`src/cpuPkg.sv`:
```
`default_nettype none

package cpuPkg;

    // Datapath and storage sizes
    localparam int xlen      = 32;  // One word
    localparam int imemDepth = 64;  // Instruction words
    localparam int dmemDepth = 64;  // Data words
    localparam int imemAw    = $clog2(imemDepth);
    localparam int dmemAw    = $clog2(dmemDepth);
    localparam int regCount  = 32;
    localparam int regAw     = $clog2(regCount);

    localparam logic [xlen-1:0] pcStep = 4;  // Fixed fetch advance

    // Major opcodes of the supported subset
    typedef enum logic [6:0] {
        opReg   = 7'b0110011,
        opImm   = 7'b0010011,
        opLoad  = 7'b0000011,
        opStore = 7'b0100011
    } opcodeE;

    // Encoded as {inst[30], funct3} so R-type maps one to one
    typedef enum logic [3:0] {
        aluAdd  = 4'b0000,
        aluSll  = 4'b0001,
        aluSlt  = 4'b0010,
        aluSltu = 4'b0011,
        aluXor  = 4'b0100,
        aluSrl  = 4'b0101,
        aluOr   = 4'b0110,
        aluAnd  = 4'b0111,
        aluSub  = 4'b1000,
        aluSra  = 4'b1101
    } aluOpE;

    // Decoded control word for one instruction
    typedef struct packed {
        logic             regWrite;
        logic             memRead;
        logic             memWrite;
        logic             useImm;  // Second operand from imm
        aluOpE            aluOp;
        logic [regAw-1:0] rd;
        logic [regAw-1:0] rs1;
        logic [regAw-1:0] rs2;
        logic [xlen-1:0]  imm;     // Already sign-extended
    } ctrlT;

    // One record per retired instruction
    typedef struct packed {
        logic             valid;
        logic [xlen-1:0]  pc;
        logic [xlen-1:0]  inst;
        logic             regWrite;  // Low for x0 destination
        logic [regAw-1:0] rd;
        logic [xlen-1:0]  wbData;
        logic             memWrite;
        logic [xlen-1:0]  memAddr;
        logic [xlen-1:0]  memData;
    } retireT;

endpackage

`default_nettype wire
```
`src/registerFile.sv`:
```
`timescale 1ns/10ps
`default_nettype none

module registerFile (
    input  wire                      CLK,
    input  wire                      RST,
    input  wire [cpuPkg::regAw-1:0]  rs1,
    input  wire [cpuPkg::regAw-1:0]  rs2,
    output logic [cpuPkg::xlen-1:0]  rd1,
    output logic [cpuPkg::xlen-1:0]  rd2,
    input  wire                      wbWe,
    input  wire [cpuPkg::regAw-1:0]  wbRd,
    input  wire [cpuPkg::xlen-1:0]   wbData
);

    logic [cpuPkg::xlen-1:0] regs [cpuPkg::regCount];

    // Asynchronous read ports
    assign rd1 = regs[rs1];
    assign rd2 = regs[rs2];

    always_ff @(posedge CLK) begin
        if (RST) begin
            for (int i = 0; i < cpuPkg::regCount; i++) begin
                regs[i] <= '0;
            end
        end else if (wbWe && (wbRd != '0)) begin  // x0 stays zero
            regs[wbRd] <= wbData;
        end
    end

    // x0 holds only through reset clearing it and the write filter above
    x0ReadsZero: assert property (
        @(posedge CLK) disable iff (RST)
        (rs1 == '0) |-> (rd1 == '0)
    ) else $error("x0 read returned %h", rd1);

endmodule

`default_nettype wire

```
`config.mk`:
```
export PLATFORM = sky130hd
export DESIGN_NAME = registerFile
export DESIGN_NICKNAME = d
export VERILOG_FILES = /design/src/cpuPkg.sv /design/src/registerFile.sv
export SDC_FILE = /design/constraint.sdc
export NUM_CORES = 2
export LEC_CHECK = 0
export BUFFER_PORTS_ARGS = -buffer_cell sky130_fd_sc_hd__buf_2
export CELL_PAD_IN_SITES_DETAIL_PLACEMENT = 1
export CELL_PAD_IN_SITES_GLOBAL_PLACEMENT = 1
export CORE_UTILIZATION = 27
export CTS_CLUSTER_DIAMETER = 80
export DETAILED_ROUTE_END_ITERATION = 8
export PLACE_DENSITY_LB_ADDON = 0.08
export RECOVER_POWER = 25
export SYNTH_ARGS = -nofsm -noshare
export SYNTH_HDL_FRONTEND = slang
export SYNTH_SLANG_ARGS = --single-unit
```
`constraint.sdc`:
```
create_clock -name CLK -period 2.4 [get_ports CLK]
set_clock_uncertainty 0.1 [all_clocks]
set_input_delay 0.36 -clock CLK [delete_from_list [all_inputs] [get_ports CLK]]
set_output_delay 0.36 -clock CLK [all_outputs]
set_load 0.005 [all_outputs]
```
==> metrics <==
worst setup path start regs[0][19]; largest area contributor in the netlist edfxtp_1; Setup crit end kind primary output; failing checks max-capacitance violations, max-slew violations, negative setup slack; RSZ-0062 raised after global routing true; status complete, but fails checks; Unique masters post-synth 29; Num Clock Sinks 1,024; critical path class flip-flop to primary output; relative slew slack -7.80%; dpl ws -0.524 ns; Starting Density 27.2%; Net Sw Power 12.9 mW; Num CTS Buffers 135; max reg flops 1,024; H-tree lvl count 4; synth-to-layout area growth 24.6%; Syn Inst Count 4,605; largest registers regs (1024); setup TNS -14.67 ns; first-pass GRT wire length 345 mm; Clock Path Buffers 3; Biggest register regs; # rows 166; Via density 5.17; Yosys top cell area share 55.0%; register area 30,700 µm²; worst min-delay path class input port to flip-flop; WHS 0.0792 ns; initial DRC count 2,854; PortBufs 113; router iterations before antenna repair 5; I/O Pins 114; WP data required 1.94 ns; final WL 253 mm; Final Hold Viols 0; Synth top cells by count edfxtp_1, mux2i_1, and2_1; area occupied by multi-input gates 24,600 µm²; initial antenna violation count 42; post-synthesis sequential area ratio 55.0%; via count 40,011; fin worst setup slack -0.317 ns; layout cell share with drive strength beyond 1 19.6%; P per Cell Area 684 nW/µm²; CTS tree yes; Die Span Y 457 µm; final setup vio count 87; vias in the first global route 42,025; CTS Root Cell clkbuf_16; total track usage 23.7%; max-cap violations 2; post-route DRC violation count 0; min Tclk post-route 2.72 ns; CP Max Fanout 2; # fillers 21,730; Synth Area per Inst 12.1 µm²; sequential fraction of design power 44.5%; Post-synth EDFFs 1,024; Arr. time, crit path 2.26 ns; die width 457 µm; Top FF cell, synth edfxtp_1; synthesized flop and latch total 1,024; largest cells by area after synthesis edfxtp_1, mux2i_1, and2_1; sw frac 27.1%; die area 209,000 µm²; Fmax 368 MHz; combinational power share 14.0%; final antenna-violating net count 0; DR WL/cell 32.6 µm; Final Max Slew Viols 65; P_leak 27.1 nW; Final period util 113%; core area 205,000 µm²; Overflow after GRT 0; cell-internal power 34.8 mW; proportion of power drawn by the clock network 41.5%; measured slew at the worst slew-check pin 1.62 ns; fin nets 4,986; hold path start wbData[17]; routability cong. 0.794; post-detail-place hpwl 164 mm; mapped cell area 55,900 µm²; maximum vdd drop 0.781 mV; Yosys warning total 0; clock-pin slew on the worst setup and hold paths 0.05 ns; Worst setup SP type flip-flop; largest net degree at the start of global routing 50; FFs w/ async S/R, synth 0%
[layer usage]
layer / vias up / wire, µm / track usage, %
li1: 17568 / - / -
met1: 21182 / 115000 / 32.1
met2: 943 / 120000 / 39.2
met3: 312 / 10200 / 2.86
met4: 6 / 6770 / 7.39
met5: - / 34 / 0
[final timing paths]
check	endpoint	slack, ns	cells after the start
min	regs[31][17]	0.08	2
max	rd2[19]	-0.32	7
[worst max-delay path, stage by stage (launching register included)]
cell and delay (ns):
edfxtp_1 0.36, mux2i_1 0.10, a22o_1 0.23, nor3_1 0.25, a31oi_1 0.07, buf_4 0.15, nand3_1 0.13, buf_2 0.16
[logic make-up (layout without fill, tap and decap cells)]
group,count (synthesis),count (layout),share of synthesized area (%)
AO/OA/AOI/OAI,576,576,7.02
buffers and inverters,446,846,3.90
flip-flops,1024,1024,55.0
multiplexers,1024,1024,18.3
other,1,52,0.00671
AND/OR/NAND/NOR,1534,1534,15.7
[power groups by stage]
stage	clock network [mW]	logic (mW)	registers [mW]
finish	19.8	6.67	21.2
global route	20.8	7.04	21.3
CTS	20.2	6.76	21.2
detailed placement	0	6.35	21.6
global placement	0	6.34	21.5
floorplan	0	3.08	21.4
[per-stage QoR]
stage / cell area [µm²] / total power, mW / util [%] / cells
global route: 69600 / 49.1 / 33.9 / 7729
CTS: 69800 / 48.2 / 34.0 / 7725
floorplan: 56000 / 24.5 / - / 4636
detailed placement: 64400 / 27.9 / 31.4 / 7507
global placement: 64400 / 27.9 / 31.4 / 7507
finish: 69700 / 47.7 / 33.9 / 7744
[area by class of cell]
type                    instances  share of cell area (%)
diodes                         20                  0.0718
clock buffers                 182                    5.26
clock inverters                55                   0.693
multi-input cells            3166                    35.3
flip-flops and latches       1024                    44.1
well taps                    2688                    4.83
repair buffers                609                    9.68
[layout by cell type, fill, tap and decap left out, types with 8 or more instances in the layout]
cell type,Yosys,final
clkbuf_2,9,24
buf_4,63,265
edfxtp_1,1024,1024
clkbuf_16,0,142
nand3_2,1,33
and2_0,0,91
nor2_4,7,19
a21oi_1,192,192
nor2_1,21,16
conb_1,1,32
buf_12,0,174
buf_2,113,84
a22o_1,128,127
a22oi_1,192,191
diode_2,0,20
a31oi_4,0,33
mux2i_2,0,9
inv_6,0,8
nor3_2,0,37
and2_1,994,901
a31oi_1,64,22
clkbuf_1,218,55
clkinv_2,0,9
nand2_1,196,194
clkinv_1,0,27
nand3_1,193,142
nand3_4,0,19
nor3_4,0,16
a31oi_2,0,9
or2_4,0,18
buf_6,12,34
nor3_1,64,11
mux2i_1,1024,1015
or2_2,33,15
[repair_timing]
action,CTS,global route
buffers inserted,13,3
endpoints found under the setup margin,64,64
gates cloned,1,2
gates resized for setup,236,31
hold buffers,0,0
pin swaps,123,87
(Power assumes the default switching activity.)
