## src/cpuPkg.sv

```systemverilog
`default_nettype none

package cpuPkg;

    // Datapath and storage sizes
    localparam int xlen      = 32;  // One word
    localparam int imemDepth = 64;  // Instruction words
    localparam int dmemDepth = 64;  // Data words
    localparam int imemAw    = $clog2(imemDepth);
    localparam int dmemAw    = $clog2(dmemDepth);
    localparam int regCount  = 32;
    localparam int regAw     = $clog2(regCount);

    localparam logic [xlen-1:0] pcStep = 4;  // Fixed fetch advance

    // Major opcodes of the supported subset
    typedef enum logic [6:0] {
        opReg   = 7'b0110011,
        opImm   = 7'b0010011,
        opLoad  = 7'b0000011,
        opStore = 7'b0100011
    } opcodeE;

    // Encoded as {inst[30], funct3} so R-type maps one to one
    typedef enum logic [3:0] {
        aluAdd  = 4'b0000,
        aluSll  = 4'b0001,
        aluSlt  = 4'b0010,
        aluSltu = 4'b0011,
        aluXor  = 4'b0100,
        aluSrl  = 4'b0101,
        aluOr   = 4'b0110,
        aluAnd  = 4'b0111,
        aluSub  = 4'b1000,
        aluSra  = 4'b1101
    } aluOpE;

    // Decoded control word for one instruction
    typedef struct packed {
        logic             regWrite;
        logic             memRead;
        logic             memWrite;
        logic             useImm;  // Second operand from imm
        aluOpE            aluOp;
        logic [regAw-1:0] rd;
        logic [regAw-1:0] rs1;
        logic [regAw-1:0] rs2;
        logic [xlen-1:0]  imm;     // Already sign-extended
    } ctrlT;

    // One record per retired instruction
    typedef struct packed {
        logic             valid;
        logic [xlen-1:0]  pc;
        logic [xlen-1:0]  inst;
        logic             regWrite;  // Low for x0 destination
        logic [regAw-1:0] rd;
        logic [xlen-1:0]  wbData;
        logic             memWrite;
        logic [xlen-1:0]  memAddr;
        logic [xlen-1:0]  memData;
    } retireT;

endpackage

`default_nettype wire
```

## src/executeAlu.sv

```systemverilog
`timescale 1ns/10ps
`default_nettype none

module executeAlu (
    input  cpuPkg::ctrlT             ctrl,
    input  wire [cpuPkg::xlen-1:0]   rd1,
    input  wire [cpuPkg::xlen-1:0]   rd2,
    output logic [cpuPkg::xlen-1:0]  aluResult
);

    logic [cpuPkg::xlen-1:0] opA;
    logic [cpuPkg::xlen-1:0] opB;
    logic [4:0]              shamt;
    logic                    ltSigned;
    logic                    ltUnsigned;

    assign opA   = rd1;
    assign opB   = ctrl.useImm ? ctrl.imm : rd2;  // Immediate or register
    assign shamt = opB[4:0];                      // Upper bits ignored

    assign ltSigned   = $signed(opA) < $signed(opB);
    assign ltUnsigned = opA < opB;

    // Loads and stores arrive as aluAdd, giving the effective address
    always_comb begin
        case (ctrl.aluOp)
            cpuPkg::aluAdd:  aluResult = opA + opB;
            cpuPkg::aluSub:  aluResult = opA - opB;
            cpuPkg::aluSll:  aluResult = opA << shamt;
            cpuPkg::aluSlt:  aluResult = {{(cpuPkg::xlen-1){1'b0}}, ltSigned};
            cpuPkg::aluSltu: aluResult = {{(cpuPkg::xlen-1){1'b0}}, ltUnsigned};
            cpuPkg::aluXor:  aluResult = opA ^ opB;
            cpuPkg::aluSrl:  aluResult = opA >> shamt;
            cpuPkg::aluSra:  aluResult = $unsigned($signed(opA) >>> shamt);
            cpuPkg::aluOr:   aluResult = opA | opB;
            cpuPkg::aluAnd:  aluResult = opA & opB;
            default:         aluResult = opA + opB;
        endcase
    end

endmodule

`default_nettype wire

```

## config.mk

```make
export PLATFORM = sky130hd
export DESIGN_NAME = executeAlu
export DESIGN_NICKNAME = d
export VERILOG_FILES = /design/src/cpuPkg.sv /design/src/executeAlu.sv
export SDC_FILE = /design/constraint.sdc
export NUM_CORES = 1
export LEC_CHECK = 0
export BUFFER_PORTS_ARGS = -buffer_cell sky130_fd_sc_hd__buf_2
export CAP_MARGIN = 30
export CELL_PAD_IN_SITES_DETAIL_PLACEMENT = 1
export CELL_PAD_IN_SITES_GLOBAL_PLACEMENT = 2
export CORE_MARGIN = 10
export CORE_UTILIZATION = 34
export DETAILED_ROUTE_END_ITERATION = 6
export GPL_ROUTABILITY_DRIVEN = 0
export PLACE_DENSITY_LB_ADDON = 0.1
export SYNTH_ARGS = -nofsm -noshare
export SYNTH_HDL_FRONTEND = slang
export SYNTH_SLANG_ARGS = --single-unit
```

## constraint.sdc

```tcl
create_clock -name vclk -period 5.9
set_clock_uncertainty 0.05 [all_clocks]
set_input_delay 0.295 -clock vclk [all_inputs]
set_output_delay 0.295 -clock vclk [all_outputs]
set_load 0.05 [all_outputs]
```

==> flow_summary.json <==
{
  "outcome": "completed",
  "setup_viol_count_final": 0,
  "required_worst_endpoint_ps": 5560,
  "post-synth-top-area-cell": "mux2i_1",
  "period_minus_slack_ps": 5280,
  "dp.cells": 1869,
  "netlist_instances": 1432,
  "port_buffers": 133,
  "nFillCells": 3641,
  "synthesis.nets": 1669,
  "max-vdd-ir-drop_v": 0.0000798,
  "final-instance-count-excl-fill": 1869,
  "holdCritPathClass": "primary input to output pin",
  "final.clkbuf_count": 0,
  "post_synth_num_cell_types": 77,
  "power_density_nw_per_um2": 147,
  "buffer_count_from_post_cts_setup_fixing": 0,
  "grt_use_total_pct": 26.2,
  "synth.top_cell.area_share_pct": 15.5,
  "floorplan.die_area_um2": 35700,
  "cts.hold.buffers_added": 0,
  "numSequentialCells": 0,
  "worst_slew_pin_slew_ps": 896,
  "via_per_inst": 6.23,
  "grt_pass1_wl_um": 74000,
  "holdPathEnd": "aluResult[1]",
  "post_synthesis_instance_area_um2": 9710,
  "ys.warnings.count": 0,
  "synth_area_per_cell_um2": 6.78,
  "drt_drc_violations_left": 0,
  "gr-total-overflow": 0,
  "die-width_um": 189,
  "hold_path_depth": 5,
  "drv.max_cap_violation_count": 0,
  "areaGrowthSynthToFinish_pct": 9.84,
  "maxClockFrequency_mhz": 189,
  "start_kind": "primary input",
  "relSlewSlack_pct": 40.0,
  "synth_top_cells_by_count": "nand2_1 (152), mux2i_1 (150), inv_1 (124), nor2_1 (123), a21oi_1 (117)",
  "seq_area_frac_synth_pct": 0,
  "rsz0062_at_grt": "false",
  "drt-pass1-iter-count": 5,
  "path_class": "primary input to output pin",
  "postRouteAntennaNets": 0,
  "yosysMostFrequentCell": "nand2_1",
  "static-leakage-power_nw": 4.90,
  "initial_core_util_pct": 34.7,
  "design.core.area_um2": 28000,
  "rows": 61,
  "num_antenna_cells": 0,
  "setup.worst_path.end_class": "output pin",
  "tns_ps": 0,
  "grt_pass1_vias": 11658,
  "final-max-slew-violation-count": 0,
  "design.final.nets": 1730,
  "dp_hpwl_um": 40500,
  "drt-wirelength-per-cell_um": 26.6,
  "grt_start_max_net_pins": 60,
  "ports": 151,
  "routed_wirelength_um": 49600,
  "routed-via-count": 11648,
  "timing.final.hold_violations": 0,
  "worst_hold_startpoint": "rd1[1]",
  "antenna_found_initial": 1,
  "drive_above_1_share_pct": 13.6,
  "initialDrtViolationCount": 1140,
  "sequential_cell_area_um2": 0,
  "vertical_die_dimension_um": 189,
  "fin_crit_sh_pct": 89.5,
  "synth_area_leaders": "mux2i_1 (15%), ha_1 (15%), a21oi_1 (6.0%), nand2_1 (5.9%), mux4_2 (5.1%)",
  "crit_path_max_fo": 17,
  "cts-resized-gates": 0,
  "critical_path_arrival_ps": 4930
}
==> cell families after synthesis <==
group                      Yosys count  share of synthesized area [%]
AOI/OAI and AO/OA                  466                           31.4
and+or+nand+nor                    402                           18.3
buffers and inverters              228                           9.48
muxes                              179                           21.9
adders and majority gates          118                           15.4
xor gates and xnor gates            39                           3.52
==> worst max-delay path by stage <==
stage                         endpoint      from
after floorplan           aluResult[0]  ctrl[51]
after global placement    aluResult[0]  ctrl[51]
after detailed placement  aluResult[0]  ctrl[51]
after CTS                 aluResult[0]  ctrl[51]
after global routing      aluResult[0]  ctrl[51]
final                     aluResult[0]  ctrl[51]
==> per-stage QoR <==
step	utilization (%)	power [mW]	setup WS [ps]	hold WS [ps]	cell area, um2
2_1_floorplan	-	1.04	740	1040	9710
3_3_place_gp	38.1	1.52	790	1280	10700
3_5_place_dp	38.1	1.53	701	1300	10700
4_1_cts	38.1	1.54	688	1300	10700
5_1_grt	38.1	1.67	389	1340	10700
6_report	38.1	1.57	622	1290	10700
==> placed cells by master (no fill, tap or decap), drive strengths merged, types with 8 or more instances in the layout <==
cell and instances:
mux4 24, o221ai 10, nand2 152, o211ai 24, a22oi 29, o21ai 94
ha 116, inv 127, nor3 28, and2 8, nor2 124, a31oi 22
o22ai 27, nor4 11, and3 9, a221oi 13, mux2i 153, o31ai 13
o21bai 14, xnor2 34, nand3 33, buf 159, a211oi 26, a21oi 117
==> critical path: stages <==
cell      delay, ps
buf_2           120
buf_4           400
mux2i_4         430
ha_1            310
nor2b_1         110
o21ai_0         390
nand3_1         140
a221oi_1        590
o31ai_1         310
a221o_1         430
a211oi_1        430
o22ai_1         260
o211ai_1        370
buf_2           340
==> report_power, final <==
part / internal [mW] / switching (mW) / leakage [nW]
combinational: 0.494 / 1.07 / 4.90
clock: 0 / 0 / 0
sequential: 0 / 0 / 0
total: 0.494 / 1.07 / 4.90
==> per-layer routing <==
| layer | vias up | GRT usage (%) | routed length (um) |
|---|---|---|---|
| met3 | 61 | 4.19 | 4110 |
| met5 | - | 0 | 7 |
| met2 | 470 | 39.9 | 21300 |
| met1 | 5720 | 37.0 | 22600 |
| li1 | 5395 | - | - |
| met4 | 2 | 7.48 | 1590 |
==> area by class of cell <==
cell class / count / area, um2 / share of cell area (%)
well taps: 378 / 473 / 4.43
multi-input cells: 1204 / 8840 / 82.8
repair buffers: 159 / 876 / 8.21
inverters: 128 / 483 / 4.53
Note: power is estimated with default switching activity, not from simulation.
