### src/cpuPkg.sv
`default_nettype none

package cpuPkg;

    // Datapath and storage sizes
    localparam int xlen      = 32;  // One word
    localparam int imemDepth = 64;  // Instruction words
    localparam int dmemDepth = 64;  // Data words
    localparam int imemAw    = $clog2(imemDepth);
    localparam int dmemAw    = $clog2(dmemDepth);
    localparam int regCount  = 32;
    localparam int regAw     = $clog2(regCount);

    localparam logic [xlen-1:0] pcStep = 4;  // Fixed fetch advance

    // Major opcodes of the supported subset
    typedef enum logic [6:0] {
        opReg   = 7'b0110011,
        opImm   = 7'b0010011,
        opLoad  = 7'b0000011,
        opStore = 7'b0100011
    } opcodeE;

    // Encoded as {inst[30], funct3} so R-type maps one to one
    typedef enum logic [3:0] {
        aluAdd  = 4'b0000,
        aluSll  = 4'b0001,
        aluSlt  = 4'b0010,
        aluSltu = 4'b0011,
        aluXor  = 4'b0100,
        aluSrl  = 4'b0101,
        aluOr   = 4'b0110,
        aluAnd  = 4'b0111,
        aluSub  = 4'b1000,
        aluSra  = 4'b1101
    } aluOpE;

    // Decoded control word for one instruction
    typedef struct packed {
        logic             regWrite;
        logic             memRead;
        logic             memWrite;
        logic             useImm;  // Second operand from imm
        aluOpE            aluOp;
        logic [regAw-1:0] rd;
        logic [regAw-1:0] rs1;
        logic [regAw-1:0] rs2;
        logic [xlen-1:0]  imm;     // Already sign-extended
    } ctrlT;

    // One record per retired instruction
    typedef struct packed {
        logic             valid;
        logic [xlen-1:0]  pc;
        logic [xlen-1:0]  inst;
        logic             regWrite;  // Low for x0 destination
        logic [regAw-1:0] rd;
        logic [xlen-1:0]  wbData;
        logic             memWrite;
        logic [xlen-1:0]  memAddr;
        logic [xlen-1:0]  memData;
    } retireT;

endpackage

`default_nettype wire
### src/decodeControl.sv
`timescale 1ns/10ps
`default_nettype none

module decodeControl (
    input  wire [cpuPkg::xlen-1:0] inst,
    output cpuPkg::ctrlT           ctrl
);

    cpuPkg::opcodeE          opcode;
    logic [2:0]              funct3;
    logic                    funct7b30;  // SUB / SRA select
    logic [cpuPkg::xlen-1:0] immI;
    logic [cpuPkg::xlen-1:0] immS;

    assign opcode    = cpuPkg::opcodeE'(inst[6:0]);
    assign funct3    = inst[14:12];
    assign funct7b30 = inst[30];

    // I form for ALU immediates and loads
    assign immI = {{(cpuPkg::xlen-12){inst[31]}}, inst[31:20]};
    // S form splits the offset around rd
    assign immS = {{(cpuPkg::xlen-12){inst[31]}}, inst[31:25], inst[11:7]};

    // funct3 to ALU op
    // Bit 30 picks SUB only for register ops; ADDI has no subtract form
    function automatic cpuPkg::aluOpE aluFromFunct(
        input logic [2:0] f3,
        input logic       b30,
        input logic       isReg
    );
        cpuPkg::aluOpE op;
        case (f3)
            3'b000:  op = (isReg && b30) ? cpuPkg::aluSub : cpuPkg::aluAdd;
            3'b001:  op = cpuPkg::aluSll;
            3'b010:  op = cpuPkg::aluSlt;
            3'b011:  op = cpuPkg::aluSltu;
            3'b100:  op = cpuPkg::aluXor;
            3'b101:  op = b30 ? cpuPkg::aluSra : cpuPkg::aluSrl;  // Also for SRAI
            3'b110:  op = cpuPkg::aluOr;
            default: op = cpuPkg::aluAnd;
        endcase
        return op;
    endfunction

    always_comb begin
        // Register fields pass through whatever the opcode
        ctrl.rd  = inst[11:7];
        ctrl.rs1 = inst[19:15];
        ctrl.rs2 = inst[24:20];

        // Safe default is a no-op that still retires
        ctrl.regWrite = 1'b0;
        ctrl.memRead  = 1'b0;
        ctrl.memWrite = 1'b0;
        ctrl.useImm   = 1'b0;
        ctrl.aluOp    = cpuPkg::aluAdd;
        ctrl.imm      = immI;

        case (opcode)
            cpuPkg::opReg: begin
                ctrl.regWrite = 1'b1;
                ctrl.aluOp    = aluFromFunct(funct3, funct7b30, 1'b1);
            end
            cpuPkg::opImm: begin
                ctrl.regWrite = 1'b1;
                ctrl.useImm   = 1'b1;
                ctrl.aluOp    = aluFromFunct(funct3, funct7b30, 1'b0);
            end
            cpuPkg::opLoad: begin
                ctrl.regWrite = 1'b1;  // LW only, funct3 not checked
                ctrl.memRead  = 1'b1;
                ctrl.useImm   = 1'b1;
            end
            cpuPkg::opStore: begin
                ctrl.memWrite = 1'b1;
                ctrl.useImm   = 1'b1;
                ctrl.imm      = immS;
            end
            default: begin
            end
        endcase
    end

endmodule

`default_nettype wire

### config.mk
export PLATFORM = sky130hd
export DESIGN_NAME = decodeControl
export DESIGN_NICKNAME = d
export VERILOG_FILES = /design/src/cpuPkg.sv /design/src/decodeControl.sv
export SDC_FILE = /design/constraint.sdc
export NUM_CORES = 1
export LEC_CHECK = 0
export ABC_CLOCK_PERIOD_IN_PS = 1300
export BUFFER_PORTS_ARGS = -buffer_cell sky130_fd_sc_hd__buf_2
export CAP_MARGIN = 40
export CORE_UTILIZATION = 28
export DETAILED_ROUTE_END_ITERATION = 10
export PLACE_DENSITY = 0.88
export SLEW_MARGIN = 10
export SYNTH_ARGS = -nofsm -noshare
export SYNTH_HDL_FRONTEND = slang
export SYNTH_SLANG_ARGS = --single-unit
### constraint.sdc
create_clock -name vclk -period 1.3
set_clock_uncertainty 0.05 [all_clocks]
set_input_delay 0.26 -clock vclk [all_inputs]
set_output_delay 0.26 -clock vclk [all_outputs]
set_load 0.02 [all_outputs]
==> qor.yml <==
postRouteAntennaNets: 0
nNetsFinal: 106
yosysTopAreaCell: "buf_4"
io_pins: 87
cap_violations: 0
max_slew_margin_pct: 83.4
via_count: 390
synth_nets: 96
area_growth_pct: 6.20
synth_cell_type_count: 14
max_stage_delay_ns: 0.33
yosysWarnings: 0
arrival_ns: 1.21
power.density_nw_per_um2: 285
grt_usage_pct: 8.29
worstPathMaxFanout: 6
worstPathCellList: "buf_6 -> and3b_2 -> nand4_4 -> mux2_4 -> buf_6"
syn_area_um2: 484
path_class: "in -> out"
cts_hold_buffers: 0
worstMarginPinSlew_ns: 0.250
drive_gt1_share_pct: 87.5
final_common_cell: "buf_2"
place.gp.congestion: 0.688
drt_first_pass_iters: 6
avgSynthCellArea_um2: 7.57
antenna_found_initial: 0
post-route-min-period_ns: 1.52
core_um2: 1560
yosysSeqAreaShare_pct: 0
dieArea_um2: 1900
finalCritPeriodShare_pct: 117
hp-class: "in -> out"
seq_cell_count: 0
die_y_um: 43.6
grt-ovfl-total: 0
rsz0062_at_grt: "true"
register_area_um2: 0
start_kind: "primary input"
ir_drop_mv: 0.0964
avgRoutedWirePerCell_um: 10.1
place_area_um2: 470
worst_slack_ns: -0.223
stdcell_area_um2: 514
wirelength_um: 892
critical_path.top_delay_family: "simple AND/OR/NAND/NOR gates"
layout_common_cells: "buf_2 (38), buf_4 (10), mux2_2 (4)"
drv_slew: 0
fmax_mhz: 657
num_rows: 14
antennaDiodeCount: 0
outcome: "finished with violations"
hpwl_um: 797
finalHoldViolations: 0
drc: 5
worst_setup_path_end_kind: "output pin"
portBuffers: 45
violations: "design-rule violations, negative setup slack"
cpMostUsedCell: "buf_6"
drt_iter0_drc: 12
die_x_um: 43.6
path_buf_inv: 2
crit_path_top_delay_cell: "mux2_4"
fillers: 169
synth_cells: 64
synth_top_area_share_pct: 65.1
netlist_top_cells_area: "buf_4 (65%), mux2_2 (12%), nand4_4 (4.4%)"
grt_pass1_wl_mm: 1.27
p_leak_nw: 0.312
n_clock_buffer: 0
placed_cells: 87
grt_max_degree: 22
multi_input_comb_area_um2: 199
start_util_pct: 31.1
fin_cells: 88
setup_viol: 13
worstPathRequired_ns: 0.99
viasPerCell: 4.43
grt_pass1_vias: 304
[report_power, final]
group          total [W]  leakage (nW)  internal (W)  switching, W
Sequential             0             0             0             0
Clock                  0             0             0             0
Combinational   0.000146         0.312     0.0000664     0.0000800
Total           0.000146         0.312     0.0000664     0.0000800
[layout make-up]
type,instances,share of cell area (%)
inverter,2,1.46
timing repair buffer,50,56.0
tap,16,3.89
multi-input combinational,20,38.7
[logic make-up after synthesis]
family / count (synthesis) / share of synthesized area [%]
buf+inv: 44 / 66.7
compound gates: 3 / 3.10
mux: 5 / 11.6
simple gates: 12 / 18.6
[synthesized netlist by cell type (all sizes together)]
| library cell | count |
|---|---|
| inv | 2 |
| and3 | 3 |
| and3b | 1 |
| nand2b | 1 |
| buf | 42 |
| and2 | 1 |
| nor3 | 1 |
| nand4 | 1 |
| mux2 | 5 |
| nor3b | 1 |
| nor4 | 1 |
| a21oi | 3 |
| nor2 | 1 |
| nand2 | 1 |
[through the flow]
| stage | total power [W] | setup TNS (ns) | setup slack [ns] | hold WS [ns] | util, % |
|---|---|---|---|---|---|
| floorplan | 0.000229 | -0.130 | -0.0623 | 0.521 | - |
| global placement | 0.000137 | -2.00 | -0.231 | 0.470 | 30.2 |
| detailed placement | 0.000139 | -2.25 | -0.256 | 0.470 | 30.2 |
| CTS | 0.000145 | -1.98 | -0.236 | 0.470 | 31.9 |
| global route | 0.000157 | -2.45 | -0.267 | 0.470 | 33.0 |
| finish | 0.000146 | -1.96 | -0.223 | 0.470 | 33.0 |
[worst paths after layout]
| kind | endpoint | depth (start not counted) | start |
|---|---|---|---|
| worst max-delay path | ctrl[0] | 5 | inst[3] |
| worst min-delay path | ctrl[41] | 0 | inst[19] |
[per-layer routing]
layer  wire, um  share of wire (%)  vias to the layer above  global-route usage (%)
met5          0                  0                        -                       0
met1        288                 32                      166                    8.25
li1           -                  -                      182                       -
met2        467                 52                       40                    16.1
met4          5               0.56                        0                   0.625
met3        130                 15                        2                    3.75
[repair_timing]
| action | 4_1_cts | 5_1_grt |
|---|---|---|
| resized for setup | 9 | 2 |
| pin swaps | 1 | 0 |
| endpoints found under the setup margin | 13 | 13 |
| buffers inserted | 0 | 1 |
Power figures use the tool's default switching activity.
