===== config.mk =====
export PLATFORM = sky130hd
export DESIGN_NAME = fetchUnit
export DESIGN_NICKNAME = d
export VERILOG_FILES = /design/src/cpuPkg.sv /design/src/fetchUnit.sv
export SDC_FILE = /design/constraint.sdc
export NUM_CORES = 2
export LEC_CHECK = 0
export BUFFER_PORTS_ARGS = -buffer_cell sky130_fd_sc_hd__buf_2
export CORE_UTILIZATION = 57
export DETAILED_ROUTE_END_ITERATION = 10
export HOLD_SLACK_MARGIN = 0.15
export PLACE_DENSITY = 0.83
export REMOVE_ABC_BUFFERS = 1
export SLEW_MARGIN = 20
export SYNTH_ARGS = -nofsm -noshare
export SYNTH_HDL_FRONTEND = slang
export SYNTH_SLANG_ARGS = --single-unit

===== constraint.sdc =====
create_clock -name CLK -period 10.25 [get_ports CLK]
set_input_delay 2.05 -clock CLK [delete_from_list [all_inputs] [get_ports CLK]]
set_output_delay 2.05 -clock CLK [all_outputs]
set_load 0.02 [all_outputs]

===== src/cpuPkg.sv =====
`default_nettype none

package cpuPkg;

    // Datapath and storage sizes
    localparam int xlen      = 32;  // One word
    localparam int imemDepth = 64;  // Instruction words
    localparam int dmemDepth = 64;  // Data words
    localparam int imemAw    = $clog2(imemDepth);
    localparam int dmemAw    = $clog2(dmemDepth);
    localparam int regCount  = 32;
    localparam int regAw     = $clog2(regCount);

    localparam logic [xlen-1:0] pcStep = 4;  // Fixed fetch advance

    // Major opcodes of the supported subset
    typedef enum logic [6:0] {
        opReg   = 7'b0110011,
        opImm   = 7'b0010011,
        opLoad  = 7'b0000011,
        opStore = 7'b0100011
    } opcodeE;

    // Encoded as {inst[30], funct3} so R-type maps one to one
    typedef enum logic [3:0] {
        aluAdd  = 4'b0000,
        aluSll  = 4'b0001,
        aluSlt  = 4'b0010,
        aluSltu = 4'b0011,
        aluXor  = 4'b0100,
        aluSrl  = 4'b0101,
        aluOr   = 4'b0110,
        aluAnd  = 4'b0111,
        aluSub  = 4'b1000,
        aluSra  = 4'b1101
    } aluOpE;

    // Decoded control word for one instruction
    typedef struct packed {
        logic             regWrite;
        logic             memRead;
        logic             memWrite;
        logic             useImm;  // Second operand from imm
        aluOpE            aluOp;
        logic [regAw-1:0] rd;
        logic [regAw-1:0] rs1;
        logic [regAw-1:0] rs2;
        logic [xlen-1:0]  imm;     // Already sign-extended
    } ctrlT;

    // One record per retired instruction
    typedef struct packed {
        logic             valid;
        logic [xlen-1:0]  pc;
        logic [xlen-1:0]  inst;
        logic             regWrite;  // Low for x0 destination
        logic [regAw-1:0] rd;
        logic [xlen-1:0]  wbData;
        logic             memWrite;
        logic [xlen-1:0]  memAddr;
        logic [xlen-1:0]  memData;
    } retireT;

endpackage

`default_nettype wire

===== src/fetchUnit.sv =====
`timescale 1ns/10ps
`default_nettype none

module fetchUnit (
    input  wire                       CLK,
    input  wire                       RST,
    input  wire                       progWe,
    input  wire [cpuPkg::imemAw-1:0]  progAddr,
    input  wire [cpuPkg::xlen-1:0]    progData,
    output logic [cpuPkg::xlen-1:0]   pc,
    output logic [cpuPkg::xlen-1:0]   inst
);

    logic [cpuPkg::xlen-1:0]   imem [cpuPkg::imemDepth];  // Program store
    logic [cpuPkg::imemAw-1:0] fetchIdx;

    // Word index from the pc; upper bits dropped so fetch wraps
    assign fetchIdx = pc[cpuPkg::imemAw+1:2];

    // Asynchronous read, the whole cycle is combinational after this
    assign inst = imem[fetchIdx];

    // Program load port
    // Only honoured while the core sits in reset, so a running program
    // never sees its own instruction words change under it
    always_ff @(posedge CLK) begin
        if (RST && progWe) begin
            imem[progAddr] <= progData;
        end
    end

    // Straight-line pc, one instruction per edge
    always_ff @(posedge CLK) begin
        if (RST) begin
            pc <= '0;
        end else begin
            pc <= pc + cpuPkg::pcStep;
        end
    end

    // Word fetch only
    pcAligned: assert property (
        @(posedge CLK) disable iff (RST)
        pc[1:0] == 2'b00
    ) else $error("pc not word aligned: %h", pc);

endmodule

`default_nettype wire


==> impl_metrics.yaml <==
outcome:
  status: "completed"
sta:
  slew_violations: 0
  finalClockSkew_ns: 0.0250
  grt_setup_unrepaired: "false"
  tightest_slew_ns: 1.33
  max_freq_mhz: 135
  fin_crit_ns: 7.42
  setup_viol: 0
  slew_headroom_pct: 11.5
  hold_viol_final: 0
  finalCritPeriodShare_pct: 72.4
  holdWs_ns: 0.509
worst_setup_path:
  cp.required_ns: 8.20
  crit_family: "compound AO/OA/AOI/OAI gates"
  cp_max_fo: 107
  crit_type: "reg2out"
  crit_slowest_cell: "dfxtp_4"
  worst-path-buf-inv: 3
  end_kind: "output pin"
  worstPathCellList: "buf_4, buf_12, mux4_2, a22o_1, a211oi_1, a211o_1, a21oi_1, buf_2"
  critPathArrivalTime_ns: 5.37
  cpPeakStageDelay_ns: 0.98
  cp-start-kind: "register"
job:
  maxCapViolations: 0
clock_tree:
  cts_resized: 0
  post-cts-setup-buffers: 0
  postCtsHoldBufs: 0
  cts_buffer_depth: 3
  path_clk_slew_ns: 0.06
  clock-sinks: 2078
  root_buffer: "clkbuf_16"
  clk_latency_ns: 0.83
  cts_buffers: 187
  htreeDepth: 4
  cts_tree: "done"
detailed_routing:
  wl_met3_mm: 31.8
  drt_wl_total_mm: 213
  met1_length_mm: 70.2
  ant_nets: 0
  wl_per_cell_um: 37.2
  route.top_layer_used: "met5"
  via_count: 40400
  via_per_inst: 7.07
  first_iter_violations: 7122
  wl_met2_mm: 101
  dr.pass1.iters: 6
  drc: 0
pwr:
  p_leak_nw: 26.9
  switching_share_pct: 21.8
  p_sw_mw: 3.76
  p_int_mw: 13.4
  power_frac_seq_pct: 54.6
  powerDensity_nw_per_um2: 194
  pwr-share-clk_pct: 39.4
  ir_worst_vdd_mv: 0.191
  combPwrFrac_pct: 6.0
synth:
  yosys.area.top_type_share_pct: 77.2
  async_reset_ff_share_pct: 0
  synth_flop_cell: "edfxtp_1"
  synth.avg_cell_area_um2: 22.7
  synth.area.top_cells: "edfxtp_1 (77%), mux4_2 (15%), mux2_2 (1.5%)"
  ys_seq_area_share_pct: 78.0
  synth_edf_count: 2048
  netlist_area_um2: 79700
  ys_ff_latch: 2078
  synth.distinct_cells: 45
  synthCells: 3504
  yosys_warnings: 0
  yosysTopAreaCell: "edfxtp_1"
floorplanning:
  placementRows: 136
  start_util_pct: 57.7
  die_area_um2: 141000
  io_pins: 105
  coreArea_um2: 138000
  die_w_um: 376
  dieHeight_um: 376
layout:
  final_cells: 5722
  design_area_um2: 88800
  post-route-util_pct: 64.3
  nets: 3746
  drive_above_1_share_pct: 30.0
  area_growth_pct: 11.5
grt:
  grt_start_max_net_pins: 161
  grt.total_usage_pct: 30.5
  grt_pass1_vias: 41300
  grt_pass1_wl_mm: 301
  antenna_found_initial: 11
  gr-total-overflow: 0
place:
  gp_congestion: 0.848
  port_buffers: 102
  placed_cells: 5377
  hpwl_mm: 104
  placed_cell_area_um2: 82900
worst_hold_path:
  hp-class: "reg2reg"
==> cell families (layout without fill, tap and decap cells) <==
kind of cell               after synthesis  count (layout)  share of synthesized area (%)
muxes                                  671             671                           16.7
adders and majority gates                1               1                         0.0157
DFF                                   2078            2078                           78.0
and+or+nand+nor                        247             247                           1.50
other                                    1              10                        0.00471
xor gates and xnor gates                24              24                          0.264
buffers and inverters                  204             550                           1.27
AOI/OAI and AO/OA                      278             278                           2.33
==> worst paths after layout <==
| check | from | endpoint | slack, ns | depth (start not counted) |
|---|---|---|---|---|
| worst min-delay path | pc[14]$_SDFF_PP0_ | pc[14]$_SDFF_PP0_ | 0.51 | 2 |
| worst min register to register | pc[14]$_SDFF_PP0_ | pc[14]$_SDFF_PP0_ | 0.51 | 2 |
| worst max-delay path | pc[2]$_SDFF_PP0_ | inst[3] | 2.83 | 8 |
| worst max register to register | pc[7]$_SDFF_PP0_ | pc[28]$_SDFF_PP0_ | 6.56 | 7 |
==> cell type report <==
type                    instances  area (um2)
fillers                      8109       49200
clock inverters               101         850
inverters                       5        18.8
diodes                          8        20.0
flip-flops and latches       2078       62100
well taps                    1863        2330
multi-input cells            1223       17100
clock buffers                 235        4930
repair buffers                209        1450
==> worst min-delay path, stage by stage (launching register included) <==
cell,delay [ns]
dfxtp_1,0.33
o21ai_0,0.08
a21oi_1,0.06
==> Yosys cell counts, types with 19 or more instances <==
cell type / number
buf_2: 49
dfxtp_1: 30
nand2_1: 33
xnor2_1: 19
nand3_1: 32
mux4_2: 513
nor2_1: 95
clkbuf_1: 86
mux2_2: 109
nor2b_1: 38
buf_1: 22
mux2i_1: 49
buf_4: 34
a21oi_1: 82
o22ai_1: 47
a211oi_1: 66
edfxtp_1: 2048
==> metrics by stage <==
| step | setup TNS (ns) | worst slack [ns] | total power, mW |
|---|---|---|---|
| global placement | 0 | 3.88 | 10.5 |
| CTS | 0 | 2.90 | 17.2 |
| detailed placement | 0 | 3.93 | 10.6 |
| floorplan | -855.36 | -15.19 | 10.7 |
| finish | 0 | 2.83 | 17.2 |
| global route | 0 | 2.65 | 17.6 |
==> placed cells by master, fill, tap and decap left out, types with 33 or more instances in the layout <==
master     count
nand2_1       33
a21oi_1       82
o22ai_1       47
buf_4        121
nor2_4        62
edfxtp_1    2048
nor2b_1       37
clkinv_1      50
mux2i_1       49
mux4_2       513
clkbuf_1      44
mux2_2       109
clkbuf_16    190
buf_2         81
a211oi_1      61
==> metal layers <==
layer | vias to the layer above | global-route usage [%]
li1 | 15300 | -
met1 | 20700 | 40.2
met2 | 3773 | 47.5
met3 | 713 | 9.33
met4 | 12 | 12.9
met5 | - | 0
==> power by group through the flow <==
stage / sequential, mW / combinational, mW / clock, mW
finish: 9.39 / 1.03 / 6.78
global route: 9.39 / 1.07 / 7.10
CTS: 9.40 / 1.01 / 6.79
detailed placement: 9.58 / 0.983 / 0
global placement: 9.57 / 0.955 / 0
floorplan: 9.68 / 1.06 / 0
==> sequential cells by signal, indices dropped and copies added, names as in the netlist <==
name	cells
imem	2048
pc	30
No activity file was read; power rests on OpenSTA's default activity.
