## config.mk

```make
export PLATFORM = sky130hd
export DESIGN_NAME = memWriteback
export DESIGN_NICKNAME = d
export VERILOG_FILES = /design/src/cpuPkg.sv /design/src/memWriteback.sv
export SDC_FILE = /design/constraint.sdc
export NUM_CORES = 2
export LEC_CHECK = 0
export BUFFER_PORTS_ARGS = -buffer_cell sky130_fd_sc_hd__buf_2
export CAP_MARGIN = 20
export CORE_MARGIN = 3
export CORE_UTILIZATION = 40
export DETAILED_ROUTE_END_ITERATION = 16
export REMOVE_ABC_BUFFERS = 1
export SYNTH_ARGS = -nofsm -noshare
export SYNTH_HDL_FRONTEND = slang
export SYNTH_SLANG_ARGS = --single-unit
```

## constraint.sdc

```tcl
create_clock -name CLK -period 4.3 [get_ports CLK]
set_input_delay 0.43 -clock CLK [delete_from_list [all_inputs] [get_ports CLK]]
set_output_delay 0.43 -clock CLK [all_outputs]
set_load 0.02 [all_outputs]
```

## src/cpuPkg.sv

```systemverilog
`default_nettype none

package cpuPkg;

    // Datapath and storage sizes
    localparam int xlen      = 32;  // One word
    localparam int imemDepth = 64;  // Instruction words
    localparam int dmemDepth = 64;  // Data words
    localparam int imemAw    = $clog2(imemDepth);
    localparam int dmemAw    = $clog2(dmemDepth);
    localparam int regCount  = 32;
    localparam int regAw     = $clog2(regCount);

    localparam logic [xlen-1:0] pcStep = 4;  // Fixed fetch advance

    // Major opcodes of the supported subset
    typedef enum logic [6:0] {
        opReg   = 7'b0110011,
        opImm   = 7'b0010011,
        opLoad  = 7'b0000011,
        opStore = 7'b0100011
    } opcodeE;

    // Encoded as {inst[30], funct3} so R-type maps one to one
    typedef enum logic [3:0] {
        aluAdd  = 4'b0000,
        aluSll  = 4'b0001,
        aluSlt  = 4'b0010,
        aluSltu = 4'b0011,
        aluXor  = 4'b0100,
        aluSrl  = 4'b0101,
        aluOr   = 4'b0110,
        aluAnd  = 4'b0111,
        aluSub  = 4'b1000,
        aluSra  = 4'b1101
    } aluOpE;

    // Decoded control word for one instruction
    typedef struct packed {
        logic             regWrite;
        logic             memRead;
        logic             memWrite;
        logic             useImm;  // Second operand from imm
        aluOpE            aluOp;
        logic [regAw-1:0] rd;
        logic [regAw-1:0] rs1;
        logic [regAw-1:0] rs2;
        logic [xlen-1:0]  imm;     // Already sign-extended
    } ctrlT;

    // One record per retired instruction
    typedef struct packed {
        logic             valid;
        logic [xlen-1:0]  pc;
        logic [xlen-1:0]  inst;
        logic             regWrite;  // Low for x0 destination
        logic [regAw-1:0] rd;
        logic [xlen-1:0]  wbData;
        logic             memWrite;
        logic [xlen-1:0]  memAddr;
        logic [xlen-1:0]  memData;
    } retireT;

endpackage

`default_nettype wire
```

## src/memWriteback.sv

```systemverilog
`timescale 1ns/10ps
`default_nettype none

module memWriteback (
    input  wire                      CLK,
    input  wire                      RST,
    input  wire [cpuPkg::xlen-1:0]   pc,
    input  wire [cpuPkg::xlen-1:0]   inst,
    input  cpuPkg::ctrlT             ctrl,
    input  wire [cpuPkg::xlen-1:0]   aluResult,
    input  wire [cpuPkg::xlen-1:0]   storeData,
    output logic                     wbWe,
    output logic [cpuPkg::regAw-1:0] wbRd,
    output logic [cpuPkg::xlen-1:0]  wbData,
    output cpuPkg::retireT           retire
);

    logic [cpuPkg::xlen-1:0]   dmem [cpuPkg::dmemDepth];
    logic [cpuPkg::dmemAw-1:0] memIdx;
    logic [cpuPkg::xlen-1:0]   loadData;
    cpuPkg::retireT            retireNext;

    // Word address, wraps at dmemDepth
    assign memIdx   = aluResult[cpuPkg::dmemAw+1:2];
    assign loadData = dmem[memIdx];  // Combinational load

    // No stores while in reset; the pc 0 word may already be a SW
    always_ff @(posedge CLK) begin
        if (!RST && ctrl.memWrite) begin
            dmem[memIdx] <= storeData;
        end
    end

    // Writeback port back to the register file
    assign wbWe   = ctrl.regWrite;
    assign wbRd   = ctrl.rd;
    assign wbData = ctrl.memRead ? loadData : aluResult;

    always_comb begin
        retireNext.valid    = 1'b1;
        retireNext.pc       = pc;
        retireNext.inst     = inst;
        retireNext.regWrite = ctrl.regWrite && (ctrl.rd != '0);  // x0 write is no write
        retireNext.rd       = ctrl.rd;
        retireNext.wbData   = wbData;
        retireNext.memWrite = ctrl.memWrite;
        retireNext.memAddr  = aluResult;
        retireNext.memData  = storeData;
    end

    // Trace record, one cycle behind fetch
    always_ff @(posedge CLK) begin
        if (RST) begin
            retire.valid    <= 1'b0;
            retire.regWrite <= 1'b0;
            retire.memWrite <= 1'b0;
        end else begin
            retire <= retireNext;
        end
    end

    // Decode never sets both; checked where the record leaves the core
    noDualWrite: assert property (
        @(posedge CLK) disable iff (RST)
        !(retire.memWrite && retire.regWrite)
    ) else $error("retire record at pc %h writes both memory and register", retire.pc);

endmodule

`default_nettype wire

```

==> key figures <==
Run status
  – Status: finished, final reports clean

Clock network
  – Clk sink count: 2216
  – CTS Buf Count: 214
  – CTS H-tree depth: 4
  – CTS root buf: clkbuf_16
  – Max Root-Sink Buffers: 3
  – Worst-Skew Late Latency: 0.87 ns
  – CTS tree: done
  – Clock transition at path regs: 0.06 ns

Setup path
  – Slowest cell delay on critical path: 0.64 ns
  – Max FO, Critical Path: 34
  – Worst Setup End Kind: output pin
  – Critical Path Most Common Cell: buf_4
  – Cell breakdown of the critical path: buf_8 -> buf_4 -> nor3b_4 -> buf_4 -> a22o_1 -> nor3_1 -> o2111ai_1 -> and4b_1 -> o32ai_1 -> buf_4 -> buf_2
  – R2R depth: 7
  – Critical Path AT: 3.75 ns
  – Required @ worst endpoint: 3.87 ns
  – Crit-path slowest cell: nor3b_4
  – Crit Path Category: in -> out
  – Critical path launch point type: input port

GRT
  – GRT Util Overall: 25.76%
  – Initial antenna violation count: 19
  – Busiest metal layer after global routing: met2
  – Met1 global-route usage: 34.12%
  – Met3 Track Usage GR: 6.165%
  – First-pass GRT wire length: 388500 um
  – M2 GR Usage: 40.47%
  – Largest net degree at the start of global routing: 80
  – Number of global-route vias before repair: 47.46k
  – Remaining global-route overflow: 0

STA
  – Max Slew Vio Count: 0
  – Final Hold Viols: 0
  – Maximum clock frequency: 239.5 MHz
  – Final period utilization: 97.10%
  – Worst slew pin tran: 1.189 ns
  – Setup violators final: 0
  – RSZ-0062 raised after global routing: false
  – Fin crit period: 4.175 ns
  – Slew HR: 20.70%
  – Skew final: 0.03875 ns
  – Setup TNS: 0 ns

Yosys
  – Synth Warn #: 0
  – Register bit total from synthesis: 2216
  – Top_reg_cell synth: edfxtp_1
  – Top-area cell type share of the netlist area: 78.97%
  – Async SR Flop Fraction: 0%
  – Post-synthesis compound-gate area fraction: 8.021%
  – Netlist Area Pre-Place: 84160 um^2
  – Avg Inst Size Synth: 19.48 um^2
  – Syn Inst Count: 4321
  – Simple-gate area share of the yosys netlist: 1.908%
  – Library cells used by synthesis: 72
  – Largest family of logic cells by synthesized area: multiplexers
  – Multiplexer area fraction after synthesis: 8.852%
  – Adder-cell area share of the yosys netlist: 0%
  – Number of synthesized flops with an enable pin: 2213
  – Synth area leaders: edfxtp_1 (79%), mux4_2 (4.4%), a221oi_1 (2.3%)
  – Register area share after synthesis: 79.04%
  – Synth area leader: edfxtp_1
  – Post-Synth XOR/XNOR Area: 0%

Job
  – Max cap viols: 0

Floorplanning
  – Row Count: 167
  – Die Height: 464.7 um
  – I/O pin cnt: 391
  – Placeable core area: 208100 um^2
  – Initial Util: 40.44%
  – Die X: 464.7 um
  – Die area: 215900 um^2

Cells and area
  – P&R area growth vs syn: 19.14%
  – Commonest non-fill, non-tap cells in the layout: edfxtp_1 (2213), buf_4 (348), buf_2 (339), a221oi_1 (219), clkbuf_16 (216)
  – Share of layout cells above drive strength 1: 28.61%
  – Fill cells: 17.19k
  – Sequential Area: 66510 um^2
  – Most common cell after layout, fill and taps aside: edfxtp_1
  – Nets: 5264
  – Multi-input logic area: 16410 um^2

Power and ir drop
  – Maximum VDD drop: 0.4472 mV
  – Sw Share: 22.60%
  – Internal: 35.49 mW
  – Power per cell area: 457.3 nW/um^2
  – Net Sw Power: 10.36 mW
  – Total power: 45.85 mW
  – Clk pwr share: 40.7%
  – Combinational power share: 6.9%
  – Sequential power share: 52.4%
  – Leak Pwr: 32.67 nW

Placement
  – GPL Wtd Cong: 0.8714
  – IO buf count: 343
  – Post-DP HPWL: 172100 um

Detailed routing
  – Post-route ant nets: 0
  – DRT Wirelength: 283200 um
  – DR iter-0 viols: 7173
  – DR WL/cell: 35.16 um
  – DR vias/cell: 6.145
  – Remaining DRCs: 0
  – Drt pass-1 iters: 9
  – DR vias: 49.51k

Hold path
  – Hold path cells: 1
  – HP Class: in -> reg
## synth_stat cells (all sizes together), types with 10 or more instances
cell and n:
nor2 176, a211oi 10, o32a 16, mux2 168, a22o 41, o21ai 98, a221oi 219, o2bb2ai 13
a21oi 94, clkbuf 86, nand3 22, o22ai 87, o211ai 11, a22oi 160, a222oi 15, a31oi 21
mux2i 181, edfxtp 2213, mux4 166, a221o 56, nand2 93, buf 239
## state kept, by name, summed over array words and instances, names as in the netlist
name / count
retire: 168
dmem: 2048
## power by group through the flow
| stage | logic [mW] | clock network [mW] | registers [mW] |
|---|---|---|---|
| 3_5_place_dp | 3.03 | 0 | 24.5 |
| 3_3_place_gp | 3.01 | 0 | 24.5 |
| 4_1_cts | 3.11 | 18.9 | 24.0 |
| 6_report | 3.16 | 18.7 | 24.0 |
| 2_1_floorplan | 0.930 | 0 | 24.7 |
| 5_1_grt | 3.25 | 19.7 | 24.0 |
## path summary, 6_finish.rpt
kind / end / startpoint / slack, ns
worst max-delay path: wbData[5] / aluResult[3] / 0.12
worst min-delay path: dmem[14][18]$_DFFE_PP_ / storeData[18] / 0.08
worst max register to register: retire[86]$_DFFE_PN_ / dmem[15][21]$_DFFE_PP_ / 1.45
worst min register to register: retire[67]$_DFFE_PN_ / dmem[3][2]$_DFFE_PP_ / 0.83
## critical path, delay by kind of cell
family	cells	cell delay, ns
buffers and inverters	5	1.24
and+or+nand+nor	3	1.05
AOI/OAI and AO/OA	3	0.87
## cell type report
cell class | instances | share of cell area [%]
diodes | 5 | 0.01248
clock buffers | 260 | 5.556
inverters | 7 | 0.04243
multi-input cells | 1773 | 16.37
repair buffers | 867 | 6.856
well taps | 2788 | 3.479
clock inverters | 141 | 1.348
flip-flops and latches | 2216 | 66.34
## stage by stage
step,hold slack (ns),cells,utilization [%],setup WS [ns],cell area (um^2)
after floorplan,0.5289,3996,-,-0.3802,82350
after global placement,0.6072,7547,44.34,0.2755,92270
after detailed placement,0.6082,7547,44.34,0.2390,92270
after CTS,0.01320,8051,48.16,0.2291,100200
after global routing,0.05682,8052,48.17,0.1425,100300
final,0.08290,8057,48.18,0.1248,100300
## cells by family (layout without fill, tap and decap cells)
kind of cell / Yosys count / after routing
flops: 2216 / 2216
compound gates: 898 / 898
mux: 515 / 515
simple gates: 360 / 360
buf+inv: 332 / 1275
other cells: 0 / 5
## layer usage
| metal | share of wire (%) | up-vias |
|---|---|---|
| li1 | - | 19600 |
| met1 | 37 | 25910 |
| met2 | 46 | 3380 |
| met3 | 11 | 612 |
| met4 | 5.0 | 12 |
| met5 | 0.028 | - |
## timing repair
item                      in CTS  in global routing
hold endpoints to repair     127                  0
hold buffers                 103                  0
setup buffers                  0                  0
resized for setup              0                  0
(Power assumes the default switching activity.)
